===== src/logic/ks10MemPkg.sv =====
////////////////////
// KS10 memory controller shared types
// Word type, bus address flags, MSR layout, memory opcodes
////////////////////

`default_nettype none

package ks10MemPkg;

   // One KS10 word, bit 35 is the leftmost flag
   typedef logic [35:0] wordT;

   ////////////////////
   // Bus address word flags

   localparam int busReadBit   = 35;  // Read cycle
   localparam int busWrTestBit = 34;  // Write-test cycle
   localparam int busWriteBit  = 33;  // Write cycle
   localparam int busPhysBit   = 32;  // Physical reference
   localparam int busIoBit     = 31;  // IO space, not memory

   // IO device number field
   localparam int busDevLsb = 18;
   localparam int busDevMsb = 21;

   localparam int busIoAddrMsb  = 17;  // IO register address, bits 17..0
   localparam int busMemAddrMsb = 19;  // Memory word address, bits 19..0

   ////////////////////
   // Device and status register

   localparam logic [3:0]  memDev  = 4'd0;       // Controller answers as device 0
   localparam logic [17:0] addrMsr = 18'o100000; // MSR IO address

   // MSR fields
   localparam int msrNxmBit       = 30;  // Nonexistent memory flag
   localparam int msrScratchWidth = 16;  // Read/write bits at the bottom

   ////////////////////
   // Decoded opcodes

   typedef enum logic [2:0]
   {
      opNone,      // Not ours
      opRead,      // Memory read
      opWrite,     // Memory write
      opWrTest,    // Write-test, acked read
      opMsrRead,   // Status register read
      opMsrWrite   // Status register write
   } memOpT;

endpackage

`default_nettype wire

===== src/logic/memReqIf.sv =====
////////////////////
// Memory request channel
// Decoder to SRAM sequencer, with ack and read data back
////////////////////

`timescale 1ns/1ns
`default_nettype none

interface memReqIf #(
   parameter int ssramAddrWidth = 20
);
   import ks10MemPkg::*;

   logic                      memReq;  // Held until memAck
   memOpT                     op;      // Stable with memReq
   logic [ssramAddrWidth-1:0] addr;
   wordT                      wData;
   logic                      memAck;  // Drops a cycle after memReq
   wordT                      rData;   // Valid with memAck on reads

   // Decoder side
   modport dec (output memReq, output op, output addr, output wData,
                input  memAck, input  rData);

   // Sequencer side
   modport mem (input  memReq, input  op, input  addr, input  wData,
                output memAck, output rData);

endinterface

`default_nettype wire


===== src/logic/memCtrl.sv =====
////////////////////
// KS10 memory controller top
// Bus decoder, status register and SRAM sequencer
////////////////////

`timescale 1ns/1ns
`default_nettype none

module memCtrl #(
   parameter int memWords       = 65536,  // Populated words
   parameter int ssramAddrWidth = 20,
   parameter int readLatency    = 2       // SRAM pipeline depth
) (
   input  logic                      cpuClk,
   input  logic                      rst,
   input  logic                      busReq,
   output logic                      busAck,
   input  ks10MemPkg::wordT          busAddr,
   input  ks10MemPkg::wordT          busDataIn,
   output ks10MemPkg::wordT          busDataOut,
   output logic [ssramAddrWidth-1:0] ssramAddr,
   output ks10MemPkg::wordT          ssramDataOut,
   input  ks10MemPkg::wordT          ssramDataIn,
   output logic                      ssramWeN,
   output logic                      ssramCeN,
   output logic                      ssramOe
);
   import ks10MemPkg::*;

   wordT regStat;    // MSR contents
   logic msrWrite;
   wordT msrWData;
   logic nxmSet;

   // Decoder to sequencer
   memReqIf #(.ssramAddrWidth(ssramAddrWidth)) memIf ();

   busDecode #(
      .memWords       (memWords),
      .ssramAddrWidth (ssramAddrWidth)
   ) decode_i (
      .cpuClk     (cpuClk),
      .rst        (rst),
      .busReq     (busReq),
      .busAck     (busAck),
      .busAddr    (busAddr),
      .busDataIn  (busDataIn),
      .busDataOut (busDataOut),
      .regStat    (regStat),
      .msrWrite   (msrWrite),
      .msrWData   (msrWData),
      .nxmSet     (nxmSet),
      .mem        (memIf.dec)
   );

   memStatus status_i (
      .cpuClk   (cpuClk),
      .rst      (rst),
      .msrWrite (msrWrite),
      .msrWData (msrWData),
      .nxmSet   (nxmSet),
      .regStat  (regStat)
   );

   ssramCtrl #(
      .ssramAddrWidth (ssramAddrWidth),
      .readLatency    (readLatency)
   ) sram_i (
      .cpuClk       (cpuClk),
      .rst          (rst),
      .mem          (memIf.mem),
      .ssramAddr    (ssramAddr),
      .ssramDataOut (ssramDataOut),
      .ssramDataIn  (ssramDataIn),
      .ssramWeN     (ssramWeN),
      .ssramCeN     (ssramCeN),
      .ssramOe      (ssramOe)
   );

endmodule

`default_nettype wire


===== src/logic/ssramCtrl.sv =====
////////////////////
// SRAM access sequencer
// Drives CE/WE/OE and address, captures pipelined read data
////////////////////

`timescale 1ns/1ns
`default_nettype none

module ssramCtrl #(
   parameter int ssramAddrWidth = 20,
   parameter int readLatency    = 2
) (
   input  logic                      cpuClk,
   input  logic                      rst,
   memReqIf.mem                      mem,
   output logic [ssramAddrWidth-1:0] ssramAddr,
   output ks10MemPkg::wordT          ssramDataOut,
   input  ks10MemPkg::wordT          ssramDataIn,
   output logic                      ssramWeN,      // Active low write strobe
   output logic                      ssramCeN,      // Active low chip enable
   output logic                      ssramOe        // We drive ssramDataOut
);
   import ks10MemPkg::*;

   localparam int cntWidth = (readLatency > 1) ? $clog2(readLatency) : 1;
   localparam logic [cntWidth-1:0] lastCnt = cntWidth'(readLatency - 1);

   typedef enum logic [1:0] {stIdle, stIssue, stWait, stDone} stateT;

   stateT               state;
   logic [cntWidth-1:0] latCnt;   // Read pipeline position
   logic                capture;

   assign capture = (state == stWait) && (latCnt == lastCnt);

   ////////////////////
   // Sequencer FSM

   always_ff @(posedge cpuClk)
   begin
      if (rst)
      begin
         state      <= stIdle;
         latCnt     <= '0;
         ssramCeN   <= 1'b1;
         ssramWeN   <= 1'b1;
         ssramOe    <= 1'b0;
         mem.memAck <= 1'b0;
      end
      else
         case (state)
            stIdle:
               if (mem.memReq)
               begin
                  // Command goes out now, SRAM takes it next edge
                  ssramCeN <= 1'b0;
                  ssramWeN <= (mem.op != opWrite);
                  ssramOe  <= (mem.op == opWrite);
                  state    <= stIssue;
               end
            stIssue:
            begin
               ssramCeN <= 1'b1;  // Single cycle command
               ssramWeN <= 1'b1;
               ssramOe  <= 1'b0;
               latCnt   <= '0;
               if (mem.op == opWrite)
               begin
                  mem.memAck <= 1'b1;  // Write done after strobe
                  state      <= stDone;
               end
               else
                  state <= stWait;     // Read and write-test
            end
            stWait:
               if (latCnt == lastCnt)
               begin
                  mem.memAck <= 1'b1;
                  state      <= stDone;
               end
               else
                  latCnt <= latCnt + 1'b1;
            stDone:
               if (!mem.memReq)
               begin
                  mem.memAck <= 1'b0;
                  state      <= stIdle;
               end
            default:
               state <= stIdle;
         endcase
   end

   // Address, write data and read capture
   always_ff @(posedge cpuClk)
   begin
      if (state == stIdle && mem.memReq)
      begin
         ssramAddr    <= mem.addr;
         ssramDataOut <= mem.wData;
      end
      if (capture)
         mem.rData <= ssramDataIn;  // readLatency edges after command
   end

   // Strobe only while the decoder still holds a plain write, never a write-test
   weOnlyOnWrite: assert property (@(posedge cpuClk) disable iff (rst)
      !ssramWeN |-> mem.memReq && (mem.op == opWrite));

endmodule

`default_nettype wire


===== src/logic/memStatus.sv =====
////////////////////
// Memory Status Register
// NXM flag, write-one-to-clear, plus a scratch field
////////////////////

`timescale 1ns/1ns
`default_nettype none

module memStatus (
   input  logic             cpuClk,
   input  logic             rst,
   input  logic             msrWrite,   // Write strobe
   input  ks10MemPkg::wordT msrWData,
   input  logic             nxmSet,     // From decoder NXM check
   output ks10MemPkg::wordT regStat
);
   import ks10MemPkg::*;

   logic                       nxmFlag;
   logic [msrScratchWidth-1:0] scratch;

   always_ff @(posedge cpuClk)
   begin
      if (rst)
      begin
         nxmFlag <= 1'b0;
         scratch <= '0;
      end
      else
      begin
         if (msrWrite)
            scratch <= msrWData[msrScratchWidth-1:0];
         // Set beats clear in the same cycle
         if (nxmSet)
            nxmFlag <= 1'b1;
         else if (msrWrite && msrWData[msrNxmBit])
            nxmFlag <= 1'b0;  // W1C
      end
   end

   // Unused bits read zero
   always_comb
   begin
      regStat                        = '0;
      regStat[msrNxmBit]             = nxmFlag;
      regStat[msrScratchWidth-1:0]   = scratch;
   end

endmodule

`default_nettype wire


===== src/logic/busDecode.sv =====
////////////////////
// KS10 bus decoder
// Four-phase busReq/busAck handshake, flag decode, NXM check
////////////////////

`timescale 1ns/1ns
`default_nettype none

module busDecode #(
   parameter int memWords       = 65536,
   parameter int ssramAddrWidth = 20
) (
   input  logic             cpuClk,
   input  logic             rst,
   input  logic             busReq,      // Master request
   output logic             busAck,
   input  ks10MemPkg::wordT busAddr,     // Flags and address
   input  ks10MemPkg::wordT busDataIn,
   output ks10MemPkg::wordT busDataOut,
   input  ks10MemPkg::wordT regStat,     // Current MSR
   output logic             msrWrite,    // One-cycle strobe
   output ks10MemPkg::wordT msrWData,
   output logic             nxmSet,      // One-cycle strobe
   memReqIf.dec             mem
);
   import ks10MemPkg::*;

   typedef enum logic [1:0] {stIdle, stMemWait, stAck, stReject} stateT;

   stateT                      state;
   logic                       busRead;
   logic                       busWrTest;
   logic                       busWrite;
   logic                       busPhys;
   logic                       busIo;
   logic [busDevMsb:busDevLsb] busDev;
   logic [busIoAddrMsb:0]      busIoAddr;
   logic [busMemAddrMsb:0]     busMemAddr;
   logic                       isMsr;
   logic                       inRange;
   memOpT                      reqOp;
   logic                       take;        // Request accepted this edge

   ////////////////////
   // Address word decode

   assign busRead    = busAddr[busReadBit];
   assign busWrTest  = busAddr[busWrTestBit];
   assign busWrite   = busAddr[busWriteBit];
   assign busPhys    = busAddr[busPhysBit];
   assign busIo      = busAddr[busIoBit];
   assign busDev     = busAddr[busDevMsb:busDevLsb];
   assign busIoAddr  = busAddr[busIoAddrMsb:0];
   assign busMemAddr = busAddr[busMemAddrMsb:0];

   // Only device 0, register 100000 belongs to us on the IO side
   assign isMsr   = busIo && busPhys && (busDev == memDev) && (busIoAddr == addrMsr);
   assign inRange = 32'(busMemAddr) < memWords;  // Populated words only
   assign take    = (state == stIdle) && busReq;

   always_comb
   begin
      reqOp = opNone;
      if (busIo)
      begin
         if (isMsr && busRead)
            reqOp = opMsrRead;
         else if (isMsr && busWrite)
            reqOp = opMsrWrite;
      end
      else if (busWrTest)
         reqOp = opWrTest;               // Test wins over plain read
      else if (busRead)
         reqOp = opRead;
      else if (busWrite)
         reqOp = opWrite;
   end

   ////////////////////
   // Handshake FSM

   always_ff @(posedge cpuClk)
   begin
      if (rst)
      begin
         state      <= stIdle;
         busAck     <= 1'b0;
         mem.memReq <= 1'b0;
         msrWrite   <= 1'b0;
         nxmSet     <= 1'b0;
      end
      else
      begin
         msrWrite <= 1'b0;  // Strobes default low
         nxmSet   <= 1'b0;
         case (state)
            stIdle:
               if (busReq)
               begin
                  case (reqOp)
                     opMsrRead, opMsrWrite:
                     begin
                        // MSR served locally, ack next edge
                        busAck   <= 1'b1;
                        msrWrite <= (reqOp == opMsrWrite);
                        state    <= stAck;
                     end
                     opRead, opWrite, opWrTest:
                        if (inRange)
                        begin
                           mem.memReq <= 1'b1;
                           state      <= stMemWait;
                        end
                        else
                        begin
                           nxmSet <= 1'b1;  // Flag it, no ack
                           state  <= stReject;
                        end
                     default:
                        state <= stReject;  // Someone else's IO
                  endcase
               end
            stMemWait:
               if (mem.memAck)
               begin
                  mem.memReq <= 1'b0;
                  busAck     <= 1'b1;
                  state      <= stAck;
               end
            stAck:
               if (!busReq)
               begin
                  busAck <= 1'b0;  // Master released
                  state  <= stIdle;
               end
            stReject:
               if (!busReq)
                  state <= stIdle;  // Master timed out
            default:
               state <= stIdle;
         endcase
      end
   end

   // Request payload, latched at classification
   always_ff @(posedge cpuClk)
   begin
      if (take)
      begin
         busDataOut <= regStat;     // MSR value as seen now
         msrWData   <= busDataIn;
         mem.op     <= reqOp;
         mem.addr   <= busMemAddr[ssramAddrWidth-1:0];
         mem.wData  <= busDataIn;
      end
      else if (state == stMemWait && mem.memAck)
         busDataOut <= mem.rData;   // Memory result
   end

   // No ack without a request seen the cycle before
   ackFollowsReq: assert property (@(posedge cpuClk) disable iff (rst)
      busAck |-> $past(busReq));

endmodule

`default_nettype wire


===== config.mk =====
export PLATFORM = sky130hd
export DESIGN_NAME = memCtrl
export DESIGN_NICKNAME = d
export VERILOG_FILES = /design/src/logic/ks10MemPkg.sv /design/src/logic/memReqIf.sv /design/src/logic/memCtrl.sv /design/src/logic/ssramCtrl.sv /design/src/logic/memStatus.sv /design/src/logic/busDecode.sv
export SDC_FILE = /design/constraint.sdc
export NUM_CORES = 1
export LEC_CHECK = 0
export ABC_AREA = 0
export BUFFER_PORTS_ARGS = -buffer_cell sky130_fd_sc_hd__buf_2
export CORE_MARGIN = 8
export CORE_UTILIZATION = 25
export CTS_CLUSTER_SIZE = 8
export DETAILED_ROUTE_END_ITERATION = 10
export GPL_TIMING_DRIVEN = 0
export PLACE_DENSITY_LB_ADDON = 0.3
export SYNTH_ARGS = -nofsm -noshare
export SYNTH_HDL_FRONTEND = slang
export SYNTH_SLANG_ARGS = --single-unit

===== constraint.sdc =====
create_clock -name cpuClk -period 4.2 [get_ports cpuClk]
set_input_delay 0.42 -clock cpuClk [delete_from_list [all_inputs] [get_ports cpuClk]]
set_output_delay 0.42 -clock cpuClk [all_outputs]
set_load 0.005 [all_outputs]

Yosys cells after proc, flatten, opt, wreduce, memory -nomap -nowiden:

Index checks and enable logic that the tools add are counted.

* add/subtract/negate cells: 1
* $mul: 0
* div/mod/pow operators: 0
* order comparisons: 1
* equal/unequal tests: 25
* shift-type cells: 0
* multiplexer cells: 44
* bitwise operators: 4
* reduce and logical (&&, ||, !) cells: 31

Operator list (count)
* 31-bit two-way mux: 2
* 20-bit by 17-bit less-than comparator with 1-bit output, second input constant: 1
* 1-bit two-way mux: 19
* 18-bit by 16-bit equality test with 1-bit output, second input constant: 1
* 2-bit two-way mux: 8
* 3-bit two-way mux: 5
* 2-bit inequality test, second input constant: 7
* 1-bit logical AND: 10
* 1-bit one-hot mux with 2 select lines: 5
* 5-bit AND reduction: 2
* 2-bit nonzero test: 5
* 3-bit by 2-bit equality test with 1-bit output, second input constant: 3
* 2-bit equality test, second input constant: 4
* 2-bit by 1-bit inequality test with 1-bit output, second input constant: 4
* 2-bit one-hot mux with 4 select lines: 1
* 4-bit OR reduction: 2
* 3-bit equality test, second input constant: 2
* 1-bit one-hot mux with 3 select lines: 2
* 2-bit one-hot mux with 3 select lines: 1
* 3-bit AND reduction: 2
* 3-bit nonzero test: 2
* 2-bit by 1-bit equality test with 1-bit output, second input constant: 2
* 2-bit logical NOT: 2
* 4-bit logical NOT: 1
* other kinds (9): 13

* flip-flop bits (word level): 217
* latch bits: 0
* RAM bits: 0
* ROM bits: 0
* output and inout port bits: 96
* memories kept: 0

Logic depth before layout (Yosys ltp):

Gate-level depths: netlist (run 1).

* word-level depth: 12
* gate-level depth with buffers: 7
* mapped depth without buffers: 6

Modules after synthesis:

From an unflattened synthesis (run 1), not the netlist that was laid out.

* cell total of the unflattened synthesis: 435
* area total of the unflattened synthesis: 7937.6 µm²

By module, submodules not included
* busDecode: instances 1, cells each 216, area each 3947.5 µm²
* ssramCtrl: instances 1, cells each 142, area each 3211.8 µm²
* memStatus: instances 1, cells each 77, area each 778.2 µm²

Worst setup path before layout (run 1):

Ideal clock, no wire load.

* path type: register to register
* start: reg sram_i.state[0]
* end: reg sram_i.ssramAddr[0] (enable)
* setup time: 410 ps
* data arrival time: 1842 ps
* required time: 3790 ps
* setup slack: 1948 ps
* cell stages (with the launch flop): 5
* buffers on the path: 0
* path through: dfxtp_1 inv_1 ha_1 nand2_1 inv_1

* cells in the longest elaborated chain, start to end: 2

Ends and longest elaborated chain
* from (decl): RTL line ssramCtrl.sv:30 `stateT state;`
* from (signal assigned): RTL line ssramCtrl.sv:43 `state <= stIdle;`
* from (signal assigned): RTL line ssramCtrl.sv:59 `state <= stIssue;`
* from (signal assigned): RTL line ssramCtrl.sv:70 `state <= stDone;`
* 2-bit logical NOT: RTL line ssramCtrl.sv:97 `if (state == stIdle && mem.memReq)`
* 1-bit logical AND: RTL line ssramCtrl.sv:97
* to (signal assigned): RTL line ssramCtrl.sv:99 `ssramAddr <= mem.addr;`
* to (decl): RTL line ssramCtrl.sv:16 `output logic [ssramAddrWidth-1:0] ssramAddr,`

No other way between the ends.
A chain may end at the register's enable or synchronous reset.

Worst setup path in the final report (run 1):

* start: reg decode_i.state[1]
* end: reg decode_i.busDataOut[9] (enable)

* cells in the longest elaborated chain, start to end: 3

Ends and longest elaborated chain
* from (decl): RTL line busDecode.sv:30 `stateT state;`
* from (signal assigned): RTL line busDecode.sv:86 `state <= stIdle;`
* from (signal assigned): RTL line busDecode.sv:106 `state <= stAck;`
* from (signal assigned): RTL line busDecode.sv:112 `state <= stMemWait;`
* 2-bit by 1-bit equality test with 1-bit output or 2-bit logical NOT (tied branches): RTL line busDecode.sv:156, busDecode.sv:59
* 1-bit logical AND, on equally long branches: RTL line busDecode.sv:156, busDecode.sv:59
* 2-bit nonzero test (no line) *
* to (signal assigned): RTL line busDecode.sv:150 `busDataOut <= regStat;`
* to (signal assigned): RTL line busDecode.sv:157 `busDataOut <= mem.rData;`
* to (decl): RTL line busDecode.sv:19 `output ks10MemPkg::wordT busDataOut,`

Mark *: on every way between the ends. The rest lies on a longest branch, timed or not.

==> out/qor.txt, run 1 <==
number of cells upsized or downsized after cts - 0
Buffers on Ports - 196
maximum cell stage delay along the critical path - 0.66 ns
Hold WC Path Type - in2reg
# Post-CTS Setup Buffers - 0
insertion delay to the later sink of the worst-skew pair - 0.54 ns
initial antenna violation count - 0
Chip Width - 187.4 um
vias after detailed routing - 4347
remaining max-slew budget at the tightest pin - 42.32%
number of design-rule violations left by the first detailed-router iteration - 246
final-layout fill cell count - 2842
switching share of total power - 24.71%
Post-Synthesis Net Count - 554
initial core utilization - 25.51%
endpoint type of the worst setup path - register
final worst-path cycle share - 58.45%
worst hold path startpoint - busDataIn[33]
number of routed nets with antenna violations - 0
floorplan die height - 187.4 um
critical path start-end classification - reg2reg
dominant register cell in the synthesized netlist - edfxtp_1
I/O pin total - 207
share of flip-flops with an asynchronous set or reset - 0%
#FFs+latches synth - 217
part of the Yosys area used for sequential elements - 82.07%
setup slack of the most critical reg-to-reg path - 1.75 ns
total of warnings raised by yosys - 0
highest fanout seen on the critical path - 17
actual slew at the worst max-slew pin - 0.8632 ns
Reg area - 0.006026 mm2
number of clock buffers inserted by TritonCTS - 31
DR WL/cell - 16.74 um
Max Root-Sink Buffers - 3
Max rail drop VDD - 0.3170 mV
end of the worst register-to-register path - decode_i.busDataOut[9]
layout overhead on the synthesized area - 33.18%
Mean Syn Cell Area - 16.92 um2
part of the total power dissipated in sequential elements - 48.1%
net load switching power - 1412 uW
worst hold path cell count - 1
fraction of final layout cells sized beyond drive strength 1 - 36.03%
Max-cap violations - 0
clock share of power - 39.8%
number of flops mapped to enable cells by yosys - 168
placed wire-length estimate after detailed placement - 12880 um
Comb pwr share - 12.1%
DRC viols - 0
Mapped Area - 0.007342 mm2
Clock Tree Root - clkbuf_16
cell-internal power - 4303 uW
antenna diode instance count - 0
Min Clock Period, post-route - 2.455 ns
Max Clock Skew - 0.01834 ns
CP max-delay cell - nand2_1
number of pins exceeding their max-slew limit in the final report - 0
final sum of negative setup slack - 0 ns
outcome - complete, no violations
arrival time of the worst setup path - 2.53 ns
Std-Cell Rows - 62
largest net degree at the start of global routing - 42
placer's final routability congestion estimate - 0.7236
via count of the first global-routing pass - 4636
maximum achievable frequency - 0.4073 GHz
first drt pass iteration count - 4
final setup violation count - 0
count of hold buffers inserted by post-cts repair - 0
clock-pin slew on the worst setup and hold paths - 0.05 ns
post-DR vias/cell - 4.044
unrepaired setup endpoints after global routing - false
CTS H-tree lvls - 1
Floorplan Core Area - 0.02878 mm2
Critical Path Most Common Cell - nand2_1
nets - 786
total congestion overflow - 0
wire length after detailed routing - 18000 um
CTS sink count - 217
multi-input logic area - 0.001200 mm2
Final Core Density - 33.98%
overall track demand over capacity in global routing - 9.859%
number of hold violations in the final report - 0
DIE AREA - 0.03511 mm2
static leakage power - 0.003684 uW
required arrival time at the worst endpoint - 4.27 ns
number of instances in the synthesized netlist - 434
length in cells of the worst reg-to-reg path - 5
post-synth cell types - 38
sink of the worst hold path - decode_i.msrWData[33]
CP Launch Type - register
CTS tree - built
worst hold slack - 0.05079 ns
beginning of the worst register-to-register path - decode_i.state[1]
total power divided by cell area - 584.5 mW/mm2
global-route wire length before repair - 27160 um
cell-by-cell trace of the critical path - inv_1 > ha_1 > nand2_1 > clkbuf_1 > nand2_1
metal layers:
metal | GRT usage [%] | wire length, um | share of wire [%]
met1 | 11.48 | 7490 | 42
met2 | 17.12 | 8858 | 49
met3 | 2.964 | 1272 | 7.1
met4 | 3.182 | 379 | 2.1
met5 | 0 | 0 | 0
synth_stat cells (2+ instances only):
| library cell | count | share of area [%] |
|---|---|---|
| nor4b_1 | 4 | 0.48 |
| nor2_1 | 28 | 1.4 |
| buf_2 | 10 | 0.68 |
| o22ai_1 | 2 | 0.17 |
| nand3_1 | 3 | 0.20 |
| nand3b_1 | 2 | 0.20 |
| and2_1 | 2 | 0.17 |
| ha_1 | 9 | 1.5 |
| inv_1 | 13 | 0.66 |
| nor4_1 | 4 | 0.34 |
| a21oi_1 | 23 | 1.6 |
| edfxtp_1 | 168 | 69 |
| mux2i_1 | 19 | 2.6 |
| clkbuf_1 | 5 | 0.26 |
| dfxtp_1 | 49 | 13 |
| a32oi_1 | 2 | 0.24 |
| a311o_1 | 2 | 0.27 |
| a22o_1 | 17 | 2.0 |
| nand2_1 | 47 | 2.4 |
| nand2b_1 | 5 | 0.43 |
| nor3b_1 | 3 | 0.31 |
critical path, delay by kind of cell, from the launching register on:
family	cells	cell delay, ns
simple gates	2	0.82
buf+inv	2	0.53
flops	1	0.36
fa+ha+maj	1	0.26
logic make-up (layout without fill, tap and decap cells):
kind of cell / Yosys count / after routing / synth area share [%]
DFF: 217 / 217 / 82.07
and+or+nand+nor: 104 / 104 / 6.697
AOI/OAI and AO/OA: 57 / 57 / 5.505
buffers and inverters: 28 / 285 / 1.602
muxes: 19 / 19 / 2.590
adders and majority gates: 9 / 9 / 1.534
state kept, by name, summed over array words and instances, names as in the netlist, 2 cells and up:
register / flops
decode_i.busDataOut: 36
decode_i.msrWData: 36
sram_i.mem.rData: 36
sram_i.ssramDataOut: 36
decode_i.mem.addr: 20
sram_i.ssramAddr: 20
status_i.scratch: 16
decode_i.mem.op: 3
decode_i.state: 2
sram_i.state: 2
through the flow:
| step | setup WS, ns | area [um2] | cells | total power (uW) |
|---|---|---|---|---|
| 2_1_floorplan | 1.948 | 7342 | 434 | 3135 |
| 3_3_place_gp | 1.119 | 8803 | 1014 | 3474 |
| 3_5_place_dp | 1.662 | 8875 | 1017 | 3507 |
| 4_1_cts | 1.657 | 9778 | 1075 | 5828 |
| 5_1_grt | 1.447 | 9778 | 1075 | 6005 |
| 6_report | 1.745 | 9778 | 1075 | 5715 |
power by group through the flow:
stage / Clock (uW) / Sequential, uW / Combinational (uW)
finish: 2280 / 2750 / 690
global route: 2450 / 2770 / 780
CTS: 2360 / 2750 / 716
detailed placement: 0 / 2790 / 715
global placement: 0 / 2800 / 673
floorplan: 0 / 2780 / 352
final cells by class:
cell class                 instances  share of cell area, %
tap                              384                  4.914
sequential                       217                  61.63
buffer                            15                 0.7294
clock inverter                     2                 0.1408
timing repair buffer             199                  10.72
inverter                          13                 0.4990
multi-input combinational        189                  12.27
clock buffer                      56                  9.098
worst max path at each step:
stage	cells after the start	slack [ns]	endpoint	start
final	5	1.75	decode_i.busDataOut[9]	decode_i.state[1]
after detailed placement	5	1.66	decode_i.busDataOut[11]	decode_i.state[1]
after global routing	5	1.45	decode_i.busDataOut[9]	decode_i.state[1]
after CTS	5	1.66	decode_i.busDataOut[14]	decode_i.state[1]
after global placement	4	1.12	sram_i.ssramDataOut[13]	sram_i.state[0]
after floorplan	4	1.95	sram_i.ssramAddr[0]	sram_i.state[0]
cell usage in the layout (no fill, tap or decap), types with 5 or more instances in the layout:
| cell type | instances |
|---|---|
| clkbuf_16 | 31 |
| dfxtp_1 | 49 |
| edfxtp_1 | 168 |
| nand2_1 | 47 |
| buf_2 | 205 |
| nand2b_1 | 5 |
| inv_1 | 12 |
| a21oi_1 | 23 |
| a22o_1 | 17 |
| nor2_1 | 28 |
| mux2i_1 | 19 |
| ha_1 | 9 |
| clkbuf_1 | 28 |
Power figures use the tool's default switching activity.
==> inputs of run 2 (changes only) <==
clock period = 2.03 ns   (was 4.2 ns; I/O delays follow)
==> run 2 against run 1 <==
Against the previous run:
- global-route usage increased by 0.66 points
- sequential power rose by 110%
- combinational power rose by 140%
- core utilization grew 3.5 points
- critical endpoint is now decode_i.busDataOut[13]
- final area up 10%
- sequential share of layout area fell by 5.8 points
==> out/qor.txt, run 2 (synthesized netlist as in run 1, its figures left out) <==
static leakage power - 0.004090 uW (+11%)
final worst-path cycle share - 94.14% (+36 points)
CTS H-tree lvls - 1 (unchanged)
initial core utilization - 25.51% (unchanged)
number of clock buffers inserted by TritonCTS - 31 (unchanged)
unrepaired setup endpoints after global routing - false
final setup violation count - 0 (unchanged)
Final Core Density - 37.48% (+3.5 points)
CP max-delay cell - dfxtp_1
number of hold violations in the final report - 0 (unchanged)
Min Clock Period, post-route - 1.911 ns (-0.5438 ns)
total power divided by cell area - 1116 mW/mm2 (+91%)
end of the worst register-to-register path - decode_i.busDataOut[13]
DR WL/cell - 16.39 um (-2.1%)
most common cell after layout, fill and taps aside - buf_2
remaining max-slew budget at the tightest pin - 52.84% (+11 points)
largest net degree at the start of global routing - 69 (+64%)
arrival time of the worst setup path - 2.19 ns (-0.34 ns)
Max Root-Sink Buffers - 3 (unchanged)
cell family with most CP delay - buffers and inverters
Max Clock Skew - 0.01468 ns (-0.003664 ns)
Finished Cell Area - 0.01079 mm2 (+10%)
cell-by-cell trace of the critical path - inv_1 > ha_1 > nand2_4 > inv_1 > buf_4 > buf_2 > a22o_1
outcome - complete, no violations
total congestion overflow - 0 (unchanged)
Chip Width - 187.4 um (unchanged)
critical path launch point - decode_i.state[0]
clock-pin slew on the worst setup and hold paths - 0.05 ns (about the same)
final instance count without filler cells - 1173 (+9.1%)
layout overhead on the synthesized area - 46.90%
critical path endpoint - decode_i.busDataOut[13]
nets - 883 (+12%)
Buffers on Ports - 196 (unchanged)
buffers plus inverters on the worst setup path - 4 (+2)
worst slack after detailed placement - -0.6593 ns (-2.321 ns)
number of pins exceeding their max-slew limit in the final report - 0 (unchanged)
overall track demand over capacity in global routing - 10.52% (+0.66 points)
setup slack of the most critical reg-to-reg path - 0.12 ns (-1.63 ns)
Max rail drop VDD - 0.6399 mV (+100%)
placer's final routability congestion estimate - 0.7692 (+6.3%)
via count of the first global-routing pass - 5096 (+9.9%)
number of routed nets with antenna violations - 0 (unchanged)
floorplan die height - 187.4 um (unchanged)
beginning of the worst register-to-register path - decode_i.state[0]
CTS sink count - 217 (unchanged)
final-layout fill cell count - 2767 (-2.6%)
first drt pass iteration count - 4 (unchanged)
endpoint type of the worst setup path - register
I/O pin total - 207 (unchanged)
DIE AREA - 0.03511 mm2 (unchanged)
global-route wire length before repair - 29360 um (+8.1%)
DRC viols - 0 (unchanged)
highest fanout seen on the critical path - 11 (-6)
Std-Cell Rows - 62 (unchanged)
post-route setup slack - 0.1189 ns (-1.626 ns)
CTS tree - built
length in cells of the worst reg-to-reg path - 7 (+2)
Hold WC Path Type - in2reg
insertion delay to the later sink of the worst-skew pair - 0.53 ns (about the same)
fraction of final layout cells sized beyond drive strength 1 - 31.89% (-4.1 points)
maximum cell stage delay along the critical path - 0.38 ns (-0.28 ns)
maximum achievable frequency - 0.5232 GHz (+28%)
post-DR vias/cell - 4.018 (-0.64%)
Floorplan Core Area - 0.02878 mm2 (unchanged)
actual slew at the worst max-slew pin - 0.7059 ns (-0.1573 ns)
area post-placement - 0.008851 mm2 (-0.27%)
Clock Tree Root - clkbuf_16
initial antenna violation count - 2 (+2)
CP Launch Type - register
Critical Path Most Common Cell - inv_1
placed wire-length estimate after detailed placement - 13010 um (+1.0%)
critical path start-end classification - reg2reg
logic depth of the worst path, buffers included - 7 (+2)
vias after detailed routing - 4713 (+8.4%)
Placed Instances - 1016 (-0.098%)
Max-cap violations - 0 (unchanged)
required arrival time at the worst endpoint - 2.31 ns (-1.96 ns)
number of design-rule violations left by the first detailed-router iteration - 188 (-24%)
most used cells in the layout excluding fill and tap cells - buf_2, edfxtp_1, dlygate4sd3_1
wire length after detailed routing - 19220 um (+6.8%)
## run 2: metal layers
layer | up-vias | routed length (um) | GRT usage, % | share of wire (%)
li1 | 2291 | - | - | -
met1 | 2243 | 7749 | 11.74 | 40
met2 | 139 | 9589 | 18.59 | 50
met3 | 40 | 1488 | 3.766 | 7.7
met4 | 0 | 395 | 3.061 | 2.1
met5 | - | 0 | 0 | 0
## run 2: layout make-up
class                   count  area (um2)  share of cell area (%)
diodes                      2       5.005                 0.04640
plain buffers              15       95.09                  0.8817
clock buffers              57       894.6                   8.295
inverters                  13       52.55                  0.4872
multi-input cells         189        1220                   11.31
flip-flops and latches    217        6026                   55.87
well taps                 384       480.5                   4.455
repair buffers            296        2012                   18.65
## run 2: what timing repair did
item | 4_1_cts | 5_1_grt
hold buffers | 95 | 0
endpoints found under the setup margin | 134 | 63
setup buffers | 2 | 0
hold endpoints to repair | 95 | 0
gates resized for setup | 10 | 1
gates cloned | 0 | 1
## run 2: worst register-to-register path, stage by stage (launching register included)
cell and delay (ns):
dfxtp_1 0.38, inv_1 0.10, ha_1 0.28, nand2_4 0.13, inv_1 0.09, buf_4 0.21, buf_2 0.22, a22o_1 0.25
## run 2: worst min path at each step
stage / startpoint / endpoint / slack [ns] / depth (start not counted)
CTS: busAddr[34] / decode_i.mem.op[1] / 0.01 / 3
global route: busAddr[21] / decode_i.msrWrite / 0.03 / 4
global placement: ssramDataIn[32] / sram_i.mem.rData[32] / 0.38 / 1
finish: busAddr[20] / decode_i.msrWrite / 0.04 / 4
floorplan: busAddr[0] / decode_i.mem.addr[0] / 0.30 / 0
detailed placement: ssramDataIn[27] / sram_i.mem.rData[27] / 0.38 / 1
## run 2: through the flow
stage / hold WS (ns) / total power [uW] / setup TNS (ns)
6_report: 0.04086 / 12030 / 0
5_1_grt: 0.02928 / 12630 / 0
4_1_cts: 0.01225 / 12200 / 0
3_5_place_dp: 0.3811 / 7216 / -45.35
3_3_place_gp: 0.3790 / 7168 / -98.12
2_1_floorplan: 0.3019 / 6484 / 0
## run 2: report_power, final
part	total [uW]	internal (uW)	switching [uW]	leakage, uW
clock network	4690	2910	1780	0.000424
registers	5680	5500	187	0.00195
logic	1660	660	998	0.00171
total	12000	9060	2970	0.00409
